===== src/design/dcp_pkg.sv =====
package dcp_pkg;

    // command codes out of the scanner
    typedef enum logic [2:0] {
        CMD_W,
        CMD_V,
        CMD_D,
        CMD_R,
        CMD_BAD
    } cmd_t;

    // ascii command letters
    localparam logic [7:0] CH_W   = 8'h57;
    localparam logic [7:0] CH_V   = 8'h56;
    localparam logic [7:0] CH_D   = 8'h44;
    localparam logic [7:0] CH_R   = 8'h52;

    localparam logic [7:0] CH_SP  = 8'h20;
    localparam logic [7:0] CH_CR  = 8'h0d;
    localparam logic [7:0] CH_LF  = 8'h0a;
    localparam logic [7:0] CH_OK  = 8'h4b; // 'K'
    localparam logic [7:0] CH_BAD = 8'h3f; // '?'

    // words per dump
    localparam logic [3:0] DUMP_LEN_D = 4'd4;
    localparam logic [3:0] DUMP_LEN_R = 4'd8;

    typedef enum logic [1:0] {ST_SCAN, ST_EXEC, ST_REPLY, ST_DUMP} dcp_state_t;

endpackage


===== src/design/dbg_pkg.sv =====
package dbg_pkg;

    localparam int WORD_W   = 32;

    localparam int DM_DEPTH = 16; // data memory words
    localparam int DM_AW    = 4;
    localparam int RF_DEPTH = 8;  // register file entries
    localparam int RF_AW    = 3;

endpackage


===== src/design/cmd_scan.sv =====
`timescale 1ns/10ps

module cmd_scan (
    input  logic               clk,
    input  logic               rst,
    input  logic [7:0]         rx_data,
    input  logic               rx_valid,
    output logic               rx_ready,
    input  logic               scan_en,
    output logic               cmd_done,
    output dcp_pkg::cmd_t      cmd_code,
    output logic [31:0]        op_a,
    output logic [31:0]        op_b,
    output logic               has_a
);
    // position within the line
    typedef enum logic [1:0] {F_LET, F_CMD, F_A, F_B} field_t;

    field_t     field;
    logic       take;
    logic       hex_ok;
    logic [3:0] nib;

    // hold off while the finished line is handed over
    assign rx_ready = scan_en && !cmd_done;
    assign take     = rx_valid && rx_ready;

    // ascii hex to nibble, either case
    always_comb begin
        hex_ok = 1'b1;
        nib    = 4'h0;
        if (rx_data >= 8'h30 && rx_data <= 8'h39)
            nib = rx_data[3:0];
        else if ((rx_data >= 8'h41 && rx_data <= 8'h46) || (rx_data >= 8'h61 && rx_data <= 8'h66))
            nib = rx_data[3:0] + 4'd9; // low nibble of 'A' / 'a' is 1
        else
            hex_ok = 1'b0;
    end

    always_ff @(posedge clk) begin
        if (rst) begin
            field    <= F_LET;
            cmd_done <= 1'b0;
            cmd_code <= dcp_pkg::CMD_BAD;
            has_a    <= 1'b0;
        end else begin
            cmd_done <= 1'b0;
            if (take) begin
                if (rx_data == dcp_pkg::CH_CR) begin
                    if (field != F_LET) begin // blank lines are skipped
                        cmd_done <= 1'b1;
                        field    <= F_LET;
                    end
                end else if (field == F_LET) begin
                    if (rx_data != dcp_pkg::CH_LF && rx_data != dcp_pkg::CH_SP) begin
                        field <= F_CMD;
                        op_a  <= '0; // new line, fresh operands
                        op_b  <= '0;
                        has_a <= 1'b0;
                        case (rx_data)
                            dcp_pkg::CH_W: cmd_code <= dcp_pkg::CMD_W;
                            dcp_pkg::CH_V: cmd_code <= dcp_pkg::CMD_V;
                            dcp_pkg::CH_D: cmd_code <= dcp_pkg::CMD_D;
                            dcp_pkg::CH_R: cmd_code <= dcp_pkg::CMD_R;
                            default:       cmd_code <= dcp_pkg::CMD_BAD;
                        endcase
                    end
                end else if (rx_data == dcp_pkg::CH_SP) begin
                    if (field == F_CMD)
                        field <= F_A;
                    else if (field == F_A && has_a)
                        field <= F_B; // second operand follows
                end else if (hex_ok) begin
                    if (field == F_B) begin
                        op_b <= {op_b[27:0], nib};
                    end else begin
                        op_a  <= {op_a[27:0], nib};
                        has_a <= 1'b1;
                        field <= F_A;
                    end
                end
            end
        end
    end

endmodule


===== src/design/hex_sender.sv =====
`timescale 1ns/10ps

module hex_sender (
    input  logic        clk,
    input  logic        rst,
    input  logic [31:0] word,
    input  logic        word_valid,
    output logic        word_ready,
    output logic [7:0]  tx_data,
    output logic        tx_valid,
    input  logic        tx_ready
);
    logic        busy;
    logic [3:0]  cnt;     // 0..7 hex digits, 8 is the space
    logic [31:0] shift_q; // top nibble is the current digit
    logic [3:0]  nib;

    assign word_ready = !busy;
    assign tx_valid   = busy;
    assign nib        = shift_q[31:28];

    always_comb begin
        if (cnt == 4'd8)
            tx_data = dcp_pkg::CH_SP;
        else if (nib < 4'd10)
            tx_data = {4'h0, nib} + 8'h30;
        else
            tx_data = {4'h0, nib} + 8'h37; // upper case A..F
    end

    always_ff @(posedge clk) begin
        if (rst) begin
            busy <= 1'b0;
            cnt  <= 4'd0;
        end else if (!busy) begin
            if (word_valid) begin
                busy    <= 1'b1;
                cnt     <= 4'd0;
                shift_q <= word;
            end
        end else if (tx_ready) begin
            if (cnt == 4'd8) begin
                busy <= 1'b0; // space taken, ready for the next word
            end else begin
                cnt     <= cnt + 4'd1;
                shift_q <= {shift_q[27:0], 4'h0};
            end
        end
    end

endmodule


===== src/design/dump_engine.sv =====
`timescale 1ns/10ps

module dump_engine (
    input  logic                       clk,
    input  logic                       rst,
    input  logic                       dump_start,
    input  logic                       dump_src,
    input  logic [dbg_pkg::DM_AW-1:0]  dump_addr,
    input  logic [3:0]                 dump_len,
    output logic                       dump_done,
    output logic                       rd_src,
    output logic [dbg_pkg::DM_AW-1:0]  rd_addr,
    input  logic [dbg_pkg::WORD_W-1:0] rd_data,
    output logic [7:0]                 tx_data,
    output logic                       tx_valid,
    input  logic                       tx_ready
);
    typedef enum logic [1:0] {E_IDLE, E_WORDS, E_CR, E_LF} eng_t;

    eng_t                      state;
    logic [dbg_pkg::DM_AW-1:0] addr;
    logic [dbg_pkg::DM_AW-1:0] addr_inc;
    logic [dbg_pkg::DM_AW-1:0] start_addr;
    logic [3:0]                left;     // words not yet handed to the sender
    logic                      word_valid;
    logic                      word_ready;
    logic [7:0]                snd_data;
    logic                      snd_valid;

    // register file wraps at 8, data memory at 16
    always_comb begin
        addr_inc = addr + 4'd1;
        if (rd_src)
            addr_inc[dbg_pkg::DM_AW-1:dbg_pkg::RF_AW] = '0;
    end

    always_comb begin
        start_addr = dump_addr;
        if (dump_src)
            start_addr[dbg_pkg::DM_AW-1:dbg_pkg::RF_AW] = '0;
    end

    assign rd_addr    = addr;
    assign word_valid = (state == E_WORDS) && (left != 4'd0);
    assign dump_done  = (state == E_LF) && tx_ready;

    hex_sender u_hex (
        .clk        (clk),
        .rst        (rst),
        .word       (rd_data),
        .word_valid (word_valid),
        .word_ready (word_ready),
        .tx_data    (snd_data),
        .tx_valid   (snd_valid),
        .tx_ready   (tx_ready)
    );

    // line ending comes from here, words from the sender
    always_comb begin
        case (state)
            E_CR: begin
                tx_data  = dcp_pkg::CH_CR;
                tx_valid = 1'b1;
            end
            E_LF: begin
                tx_data  = dcp_pkg::CH_LF;
                tx_valid = 1'b1;
            end
            default: begin
                tx_data  = snd_data;
                tx_valid = snd_valid;
            end
        endcase
    end

    always_ff @(posedge clk) begin
        if (rst) begin
            state  <= E_IDLE;
            left   <= 4'd0;
            rd_src <= 1'b0;
        end else begin
            case (state)
                E_IDLE: if (dump_start) begin
                    state  <= E_WORDS;
                    addr   <= start_addr;
                    left   <= dump_len;
                    rd_src <= dump_src;
                end
                E_WORDS: begin
                    if (word_valid && word_ready) begin
                        addr <= addr_inc; // next read overlaps this word's output
                        left <= left - 4'd1;
                    end else if (left == 4'd0 && word_ready) begin
                        state <= E_CR; // last space is out
                    end
                end
                E_CR: if (tx_ready) state <= E_LF;
                E_LF: if (tx_ready) state <= E_IDLE;
                default: state <= E_IDLE;
            endcase
        end
    end

endmodule


===== src/design/dcp.sv =====
`timescale 1ns/10ps

module dcp (
    input  logic                       clk,
    input  logic                       rst,
    input  logic [7:0]                 rx_data,
    input  logic                       rx_valid,
    output logic                       rx_ready,
    output logic [7:0]                 tx_data,
    output logic                       tx_valid,
    input  logic                       tx_ready,
    output logic                       dm_we,
    output logic                       rf_we,
    output logic [dbg_pkg::DM_AW-1:0]  wr_addr,
    output logic [dbg_pkg::WORD_W-1:0] wr_data,
    output logic                       rd_src,
    output logic [dbg_pkg::DM_AW-1:0]  rd_addr,
    input  logic [dbg_pkg::WORD_W-1:0] rd_data
);
    dcp_pkg::dcp_state_t       state;
    dcp_pkg::cmd_t             cmd_code;
    logic                      scan_rdy;
    logic                      cmd_done;
    logic [31:0]               op_a;
    logic [31:0]               op_b;
    logic                      has_a;
    logic                      is_dump;
    logic                      dump_start;
    logic                      dump_src;
    logic [dbg_pkg::DM_AW-1:0] dump_addr;
    logic [3:0]                dump_len;
    logic                      dump_done;
    logic [7:0]                eng_data;
    logic                      eng_valid;
    logic [dbg_pkg::DM_AW-1:0] next_addr; // where a bare D carries on
    logic [1:0]                rep_cnt;
    logic [7:0]                rep_data;

    cmd_scan u_scan (
        .clk (clk), .rst (rst),
        .rx_data (rx_data), .rx_valid (rx_valid), .rx_ready (scan_rdy),
        .scan_en (state == dcp_pkg::ST_SCAN),
        .cmd_done (cmd_done), .cmd_code (cmd_code),
        .op_a (op_a), .op_b (op_b), .has_a (has_a)
    );

    dump_engine u_dump (
        .clk (clk), .rst (rst),
        .dump_start (dump_start), .dump_src (dump_src),
        .dump_addr (dump_addr), .dump_len (dump_len), .dump_done (dump_done),
        .rd_src (rd_src), .rd_addr (rd_addr), .rd_data (rd_data),
        .tx_data (eng_data), .tx_valid (eng_valid), .tx_ready (tx_ready)
    );

    assign is_dump    = (cmd_code == dcp_pkg::CMD_D) || (cmd_code == dcp_pkg::CMD_R);
    assign dm_we      = (state == dcp_pkg::ST_EXEC) && (cmd_code == dcp_pkg::CMD_W);
    assign rf_we      = (state == dcp_pkg::ST_EXEC) && (cmd_code == dcp_pkg::CMD_V);
    assign wr_addr    = op_a[dbg_pkg::DM_AW-1:0]; // target drops the top bit for registers
    assign wr_data    = op_b;
    assign dump_start = (state == dcp_pkg::ST_EXEC) && is_dump;
    assign dump_src   = (cmd_code == dcp_pkg::CMD_R);
    assign dump_len   = dump_src ? dcp_pkg::DUMP_LEN_R : dcp_pkg::DUMP_LEN_D;

    always_comb begin
        if (dump_src)
            dump_addr = '0;
        else if (has_a)
            dump_addr = op_a[dbg_pkg::DM_AW-1:0]; // modulo 16
        else
            dump_addr = next_addr;
    end

    always_comb begin
        case (rep_cnt)
            2'd0:    rep_data = (cmd_code == dcp_pkg::CMD_BAD) ? dcp_pkg::CH_BAD : dcp_pkg::CH_OK;
            2'd1:    rep_data = dcp_pkg::CH_CR;
            default: rep_data = dcp_pkg::CH_LF;
        endcase
    end

    // switch between the stream owners
    always_comb begin
        rx_ready = 1'b0;
        tx_data  = 8'h00;
        tx_valid = 1'b0;
        case (state)
            dcp_pkg::ST_SCAN:  rx_ready = scan_rdy;
            dcp_pkg::ST_REPLY: begin
                tx_data  = rep_data;
                tx_valid = 1'b1;
            end
            dcp_pkg::ST_DUMP:  begin
                tx_data  = eng_data;
                tx_valid = eng_valid;
            end
            default: ;
        endcase
    end

    always_ff @(posedge clk) begin
        if (rst) begin
            state     <= dcp_pkg::ST_SCAN;
            next_addr <= '0;
            rep_cnt   <= 2'd0;
        end else begin
            case (state)
                dcp_pkg::ST_SCAN: if (cmd_done) state <= dcp_pkg::ST_EXEC;
                dcp_pkg::ST_EXEC: begin
                    rep_cnt <= 2'd0;
                    if (cmd_code == dcp_pkg::CMD_D)
                        next_addr <= dump_addr + dcp_pkg::DUMP_LEN_D; // wraps at 16
                    state <= is_dump ? dcp_pkg::ST_DUMP : dcp_pkg::ST_REPLY;
                end
                dcp_pkg::ST_REPLY: if (tx_ready) begin
                    if (rep_cnt == 2'd2)
                        state <= dcp_pkg::ST_SCAN;
                    else
                        rep_cnt <= rep_cnt + 2'd1;
                end
                dcp_pkg::ST_DUMP: if (dump_done) state <= dcp_pkg::ST_SCAN;
                default: state <= dcp_pkg::ST_SCAN;
            endcase
        end
    end

endmodule


===== src/design/dbg_target.sv =====
`timescale 1ns/10ps

module dbg_target (
    input  logic                       clk,
    input  logic                       rst,
    input  logic                       dm_we,
    input  logic                       rf_we,
    input  logic [dbg_pkg::DM_AW-1:0]  wr_addr,
    input  logic [dbg_pkg::WORD_W-1:0] wr_data,
    input  logic                       rd_src,
    input  logic [dbg_pkg::DM_AW-1:0]  rd_addr,
    output logic [dbg_pkg::WORD_W-1:0] rd_data
);
    logic [dbg_pkg::WORD_W-1:0] dm [dbg_pkg::DM_DEPTH]; // data memory
    logic [dbg_pkg::WORD_W-1:0] rf [dbg_pkg::RF_DEPTH]; // register file

    always_ff @(posedge clk) begin
        if (rst) begin
            for (int i = 0; i < dbg_pkg::DM_DEPTH; i++)
                dm[i] <= '0;
            for (int j = 0; j < dbg_pkg::RF_DEPTH; j++)
                rf[j] <= '0;
        end else begin
            if (dm_we)
                dm[wr_addr] <= wr_data;
            if (rf_we)
                rf[wr_addr[dbg_pkg::RF_AW-1:0]] <= wr_data;
        end
    end

    // async read, 1 selects the register file
    assign rd_data = rd_src ? rf[rd_addr[dbg_pkg::RF_AW-1:0]] : dm[rd_addr];

endmodule


===== src/design/dcp_top.sv =====
`timescale 1ns/10ps

module dcp_top (
    input  logic       clk,
    input  logic       rst,
    input  logic [7:0] rx_data,
    input  logic       rx_valid,
    output logic       rx_ready,
    output logic [7:0] tx_data,
    output logic       tx_valid,
    input  logic       tx_ready
);
    logic                       dm_we;
    logic                       rf_we;
    logic [dbg_pkg::DM_AW-1:0]  wr_addr;
    logic [dbg_pkg::WORD_W-1:0] wr_data;
    logic                       rd_src;
    logic [dbg_pkg::DM_AW-1:0]  rd_addr;
    logic [dbg_pkg::WORD_W-1:0] rd_data;

    dcp u_dcp (
        .clk (clk), .rst (rst),
        .rx_data (rx_data), .rx_valid (rx_valid), .rx_ready (rx_ready),
        .tx_data (tx_data), .tx_valid (tx_valid), .tx_ready (tx_ready),
        .dm_we (dm_we), .rf_we (rf_we), .wr_addr (wr_addr), .wr_data (wr_data),
        .rd_src (rd_src), .rd_addr (rd_addr), .rd_data (rd_data)
    );

    dbg_target u_target (
        .clk (clk), .rst (rst),
        .dm_we (dm_we), .rf_we (rf_we), .wr_addr (wr_addr), .wr_data (wr_data),
        .rd_src (rd_src), .rd_addr (rd_addr), .rd_data (rd_data)
    );

endmodule


===== config.mk =====
export PLATFORM = sky130hd
export DESIGN_NAME = dcp_top
export DESIGN_NICKNAME = d
export VERILOG_FILES = /design/src/design/dcp_pkg.sv /design/src/design/dbg_pkg.sv /design/src/design/cmd_scan.sv /design/src/design/hex_sender.sv /design/src/design/dump_engine.sv /design/src/design/dcp.sv /design/src/design/dbg_target.sv /design/src/design/dcp_top.sv
export SDC_FILE = /design/constraint.sdc
export NUM_CORES = 1
export LEC_CHECK = 0
export ABC_CLOCK_PERIOD_IN_PS = 7900
export BUFFER_PORTS_ARGS = -buffer_cell sky130_fd_sc_hd__buf_4
export CORE_ASPECT_RATIO = 1.4
export CORE_MARGIN = 5
export CORE_UTILIZATION = 61
export CTS_BUF_LIST = sky130_fd_sc_hd__clkbuf_4
export CTS_CLUSTER_DIAMETER = 40
export DETAILED_ROUTE_END_ITERATION = 8
export PLACE_DENSITY = 0.79
export SYNTH_ARGS = -nofsm -noshare
export SYNTH_HDL_FRONTEND = slang
export SYNTH_SLANG_ARGS = --single-unit
export TNS_END_PERCENT = 50

===== constraint.sdc =====
create_clock -name clk -period 7.9 [get_ports clk]
set_input_delay 1.58 -clock clk [delete_from_list [all_inputs] [get_ports clk]]
set_output_delay 1.58 -clock clk [all_outputs]
set_load 0.005 [all_outputs]

==> results.toml <==
[floorplan]
die-area_sq_mm = 0.0706
num_rows = 110
io_pins = 22
start_util_pct = 61.7
coreArea_sq_mm = 0.0645
die_w_um = 226
die_y_um = 312

[drt]
drc = 0
drtAntennaViolNets = 0
dr.pass1.iters = 5
drt_first_iter_violations = 2699
routed_wl_um = 98800
vias = 22500
viasPerCell = 6.24
wl_per_cell_um = 27.4

[power]
switching_share_pct = 23.4
powerDensity_mw_per_mm2 = 214
p_total_w = 0.00916
netSwitchingPower_w = 0.00214
ir_worst_vdd_mv = 0.131
clockPowerShare_pct = 37.7
pwr-share-comb_pct = 3.9
power.internal_w = 0.00701
power_leakage_nw = 15.8
seq_power_share_pct = 58.5

[synth]
yosysSeqAreaShare_pct = 64.9
synth-async-reset-ratio_pct = 0
synth-seq-cells = 871
syn-cell-area_sq_mm = 0.0398
yosys_warnings = 0
synth.avg_cell_area_sq_um = 15.4
ys_types = 64
syn_nets = 2622
synth-edff-count = 840
synthCells = 2593
ys.flop_type = "edfxtp_1"
synth_top_area_share_pct = 63.3
ys_top_cells_by_area = "edfxtp_1 (63%), and2_1 (13%), mux4_2 (11%), mux2i_1 (2.5%), clkbuf_1 (1.6%)"
yosys.area.top_type = "edfxtp_1"

[global_routing]
grt-ovfl-total = 0
grt_pass1_wl_um = 145000
grt_max_degree = 129
antenna_found_initial = 5
grt_pass1_vias = 22600
grtUsageTotal_pct = 28.2

[critical_path]
cp_max_fo = 15
reg2reg_from = "u_dcp.state[0]$_SDFFE_PP0P_"
crit_slowest_cell = "dfxtp_1"
slowest_delay_ps = 710
critical_path_arrival_ps = 2790
critPathCaptureType = "primary output"
start_kind = "register"
path_class = "register to primary output"
required_ps = 6320
worstSetupStartpoint = "u_dcp.state[0]$_SDFFE_PP0P_"
crit_chain = "inv_1 -> nor3_1 -> nand3_1 -> o21ai_0 -> buf_4"

[cts]
cts_setup_buffers = 0
postCtsResizedCells = 0
cts_buffers = 195
clkTransAtPathRegs_ps = 70
clkSinkCount = 871
holdBufCountCts = 0
cts_max_level = 4
cts_tree = "built"
cts_root_buffer = "clkbuf_4"
clk_path_buf_depth = 3
insertion_delay_ps = 1060

[sta]
fin_crit_ps = 4370
skew_ps = 86.3
period_share_pct = 55.3
holdWs_ps = 485
relSlewSlack_pct = 7.35
setup_tns_ps = 0
hold_viol_final = 0
max_freq_ghz = 0.229
worst_pin_slew_ps = 1390
rsz0062_at_grt = "no"
setup_viol = 0
drv_slew = 0

[layout]
area_delta_synth_final_pct = 7.48
nets = 2642
postLayoutCoreUtil_pct = 66.3
final_common_cell = "edfxtp_1"
drive_above_1_share_pct = 22.9
layout_common_cells = "edfxtp_1 (840), and2_1 (798), clkbuf_4 (287)"

[placement]
io_buffers = 20
post-dp-hpwl_um = 60200
gp_congestion = 0.933

[min_path]
hold_class = "register to register"
worstHoldStart = "u_dcp.next_addr[3]$_SDFFE_PP0P_"

[flow_run]
maxCapViolations = 0

[status]
status = "finished clean"
## power by group through the flow
stage	clock network, W	logic [W]	registers, W
floorplan	0	0.000241	0.00534
global placement	0	0.000344	0.00543
CTS	0.00350	0.000353	0.00535
detailed placement	0	0.000352	0.00545
finish	0.00345	0.000356	0.00535
global route	0.00375	0.000370	0.00536
## worst paths after layout
kind / to / slack (ps) / cells after the start
hold reg to reg: u_dcp.next_addr[3]$_SDFFE_PP0P_ / 480 / 2
setup / recovery: tx_data[4] / 3530 / 5
setup reg to reg: u_target.dm[3][17]$_SDFFCE_PN0P_ / 4020 / 5
hold / removal: u_dcp.next_addr[3]$_SDFFE_PP0P_ / 480 / 2
## routing by layer
layer  part of all wire [%]  vias up  global-route usage [%]
met2                     50     1172                    45.6
li1                       -     9692                       -
met5                      0        -                       0
met1                     36    11400                    36.6
met3                    8.4      236                    5.33
met4                    5.7        0                    15.0
## sequential cells by signal (all words and copies together) (netlist names), 3 cells and up, named ones only
signal	cells
u_dcp.next_addr	4
u_dcp.u_dump.left	4
u_dcp.u_dump.rd_addr	4
u_dcp.u_dump.u_hex.cnt	4
u_dcp.u_dump.u_hex.shift_q	32
u_dcp.u_scan.cmd_code	3
u_dcp.u_scan.op_a	4
u_dcp.u_scan.op_b	32
u_target.dm	512
u_target.rf	256
## synthesized netlist by cell type, drive strengths merged (3+ instances only)
cell type and count:
nand3b 7, nor4b 4, nor2 68, xnor2 4, or2 27, clkbuf 171, mux4 196, and2 798
nor2b 3, xor2 4, o31ai 5, or3b 4, nor4 3, o21a 3, nand3 10, mux2i 101
ha 17, mux2 6, inv 21, nand2 30, o21ai 14, a21oi 47, nor3 6, nand4 8
edfxtp 840, dfxtp 31, o22ai 3, nand2b 6, a22oi 32, a22o 28, buf 61, a211oi 9
## cell type report
cell class,count,area (sq um)
diodes,5,12.5
clock buffers,287,2150
clock inverters,54,278
fillers,4354,21700
inverters,21,78.8
multi-input cells,1469,12900
flip-flops and latches,871,25900
well taps,840,1050
repair buffers,55,450
## cells by family after synthesis
group / Yosys count / share of synthesized area [%]
compound gates: 157 / 2.74
xor+xnor: 8 / 0.176
fa+ha+maj: 17 / 0.534
buf+inv: 253 / 2.84
flops: 871 / 64.9
mux: 303 / 13.8
other cells: 1 / 0.00942
simple gates: 983 / 15.0
## worst max-delay path: cells and delay by family, from the launching register on
family	cells	cell delay, ps
flops	1	710
simple gates	2	460
buf+inv	2	370
compound gates	1	210
## through the flow
stage	std cells	setup slack [ps]	instance area [sq um]
floorplan	2593	2440	39800
global placement	3256	3020	40400
detailed placement	3256	2880	40400
CTS	3597	3440	42800
global route	3600	3300	42800
finish	3602	3530	42800
No activity file was read; power rests on OpenSTA's default activity.
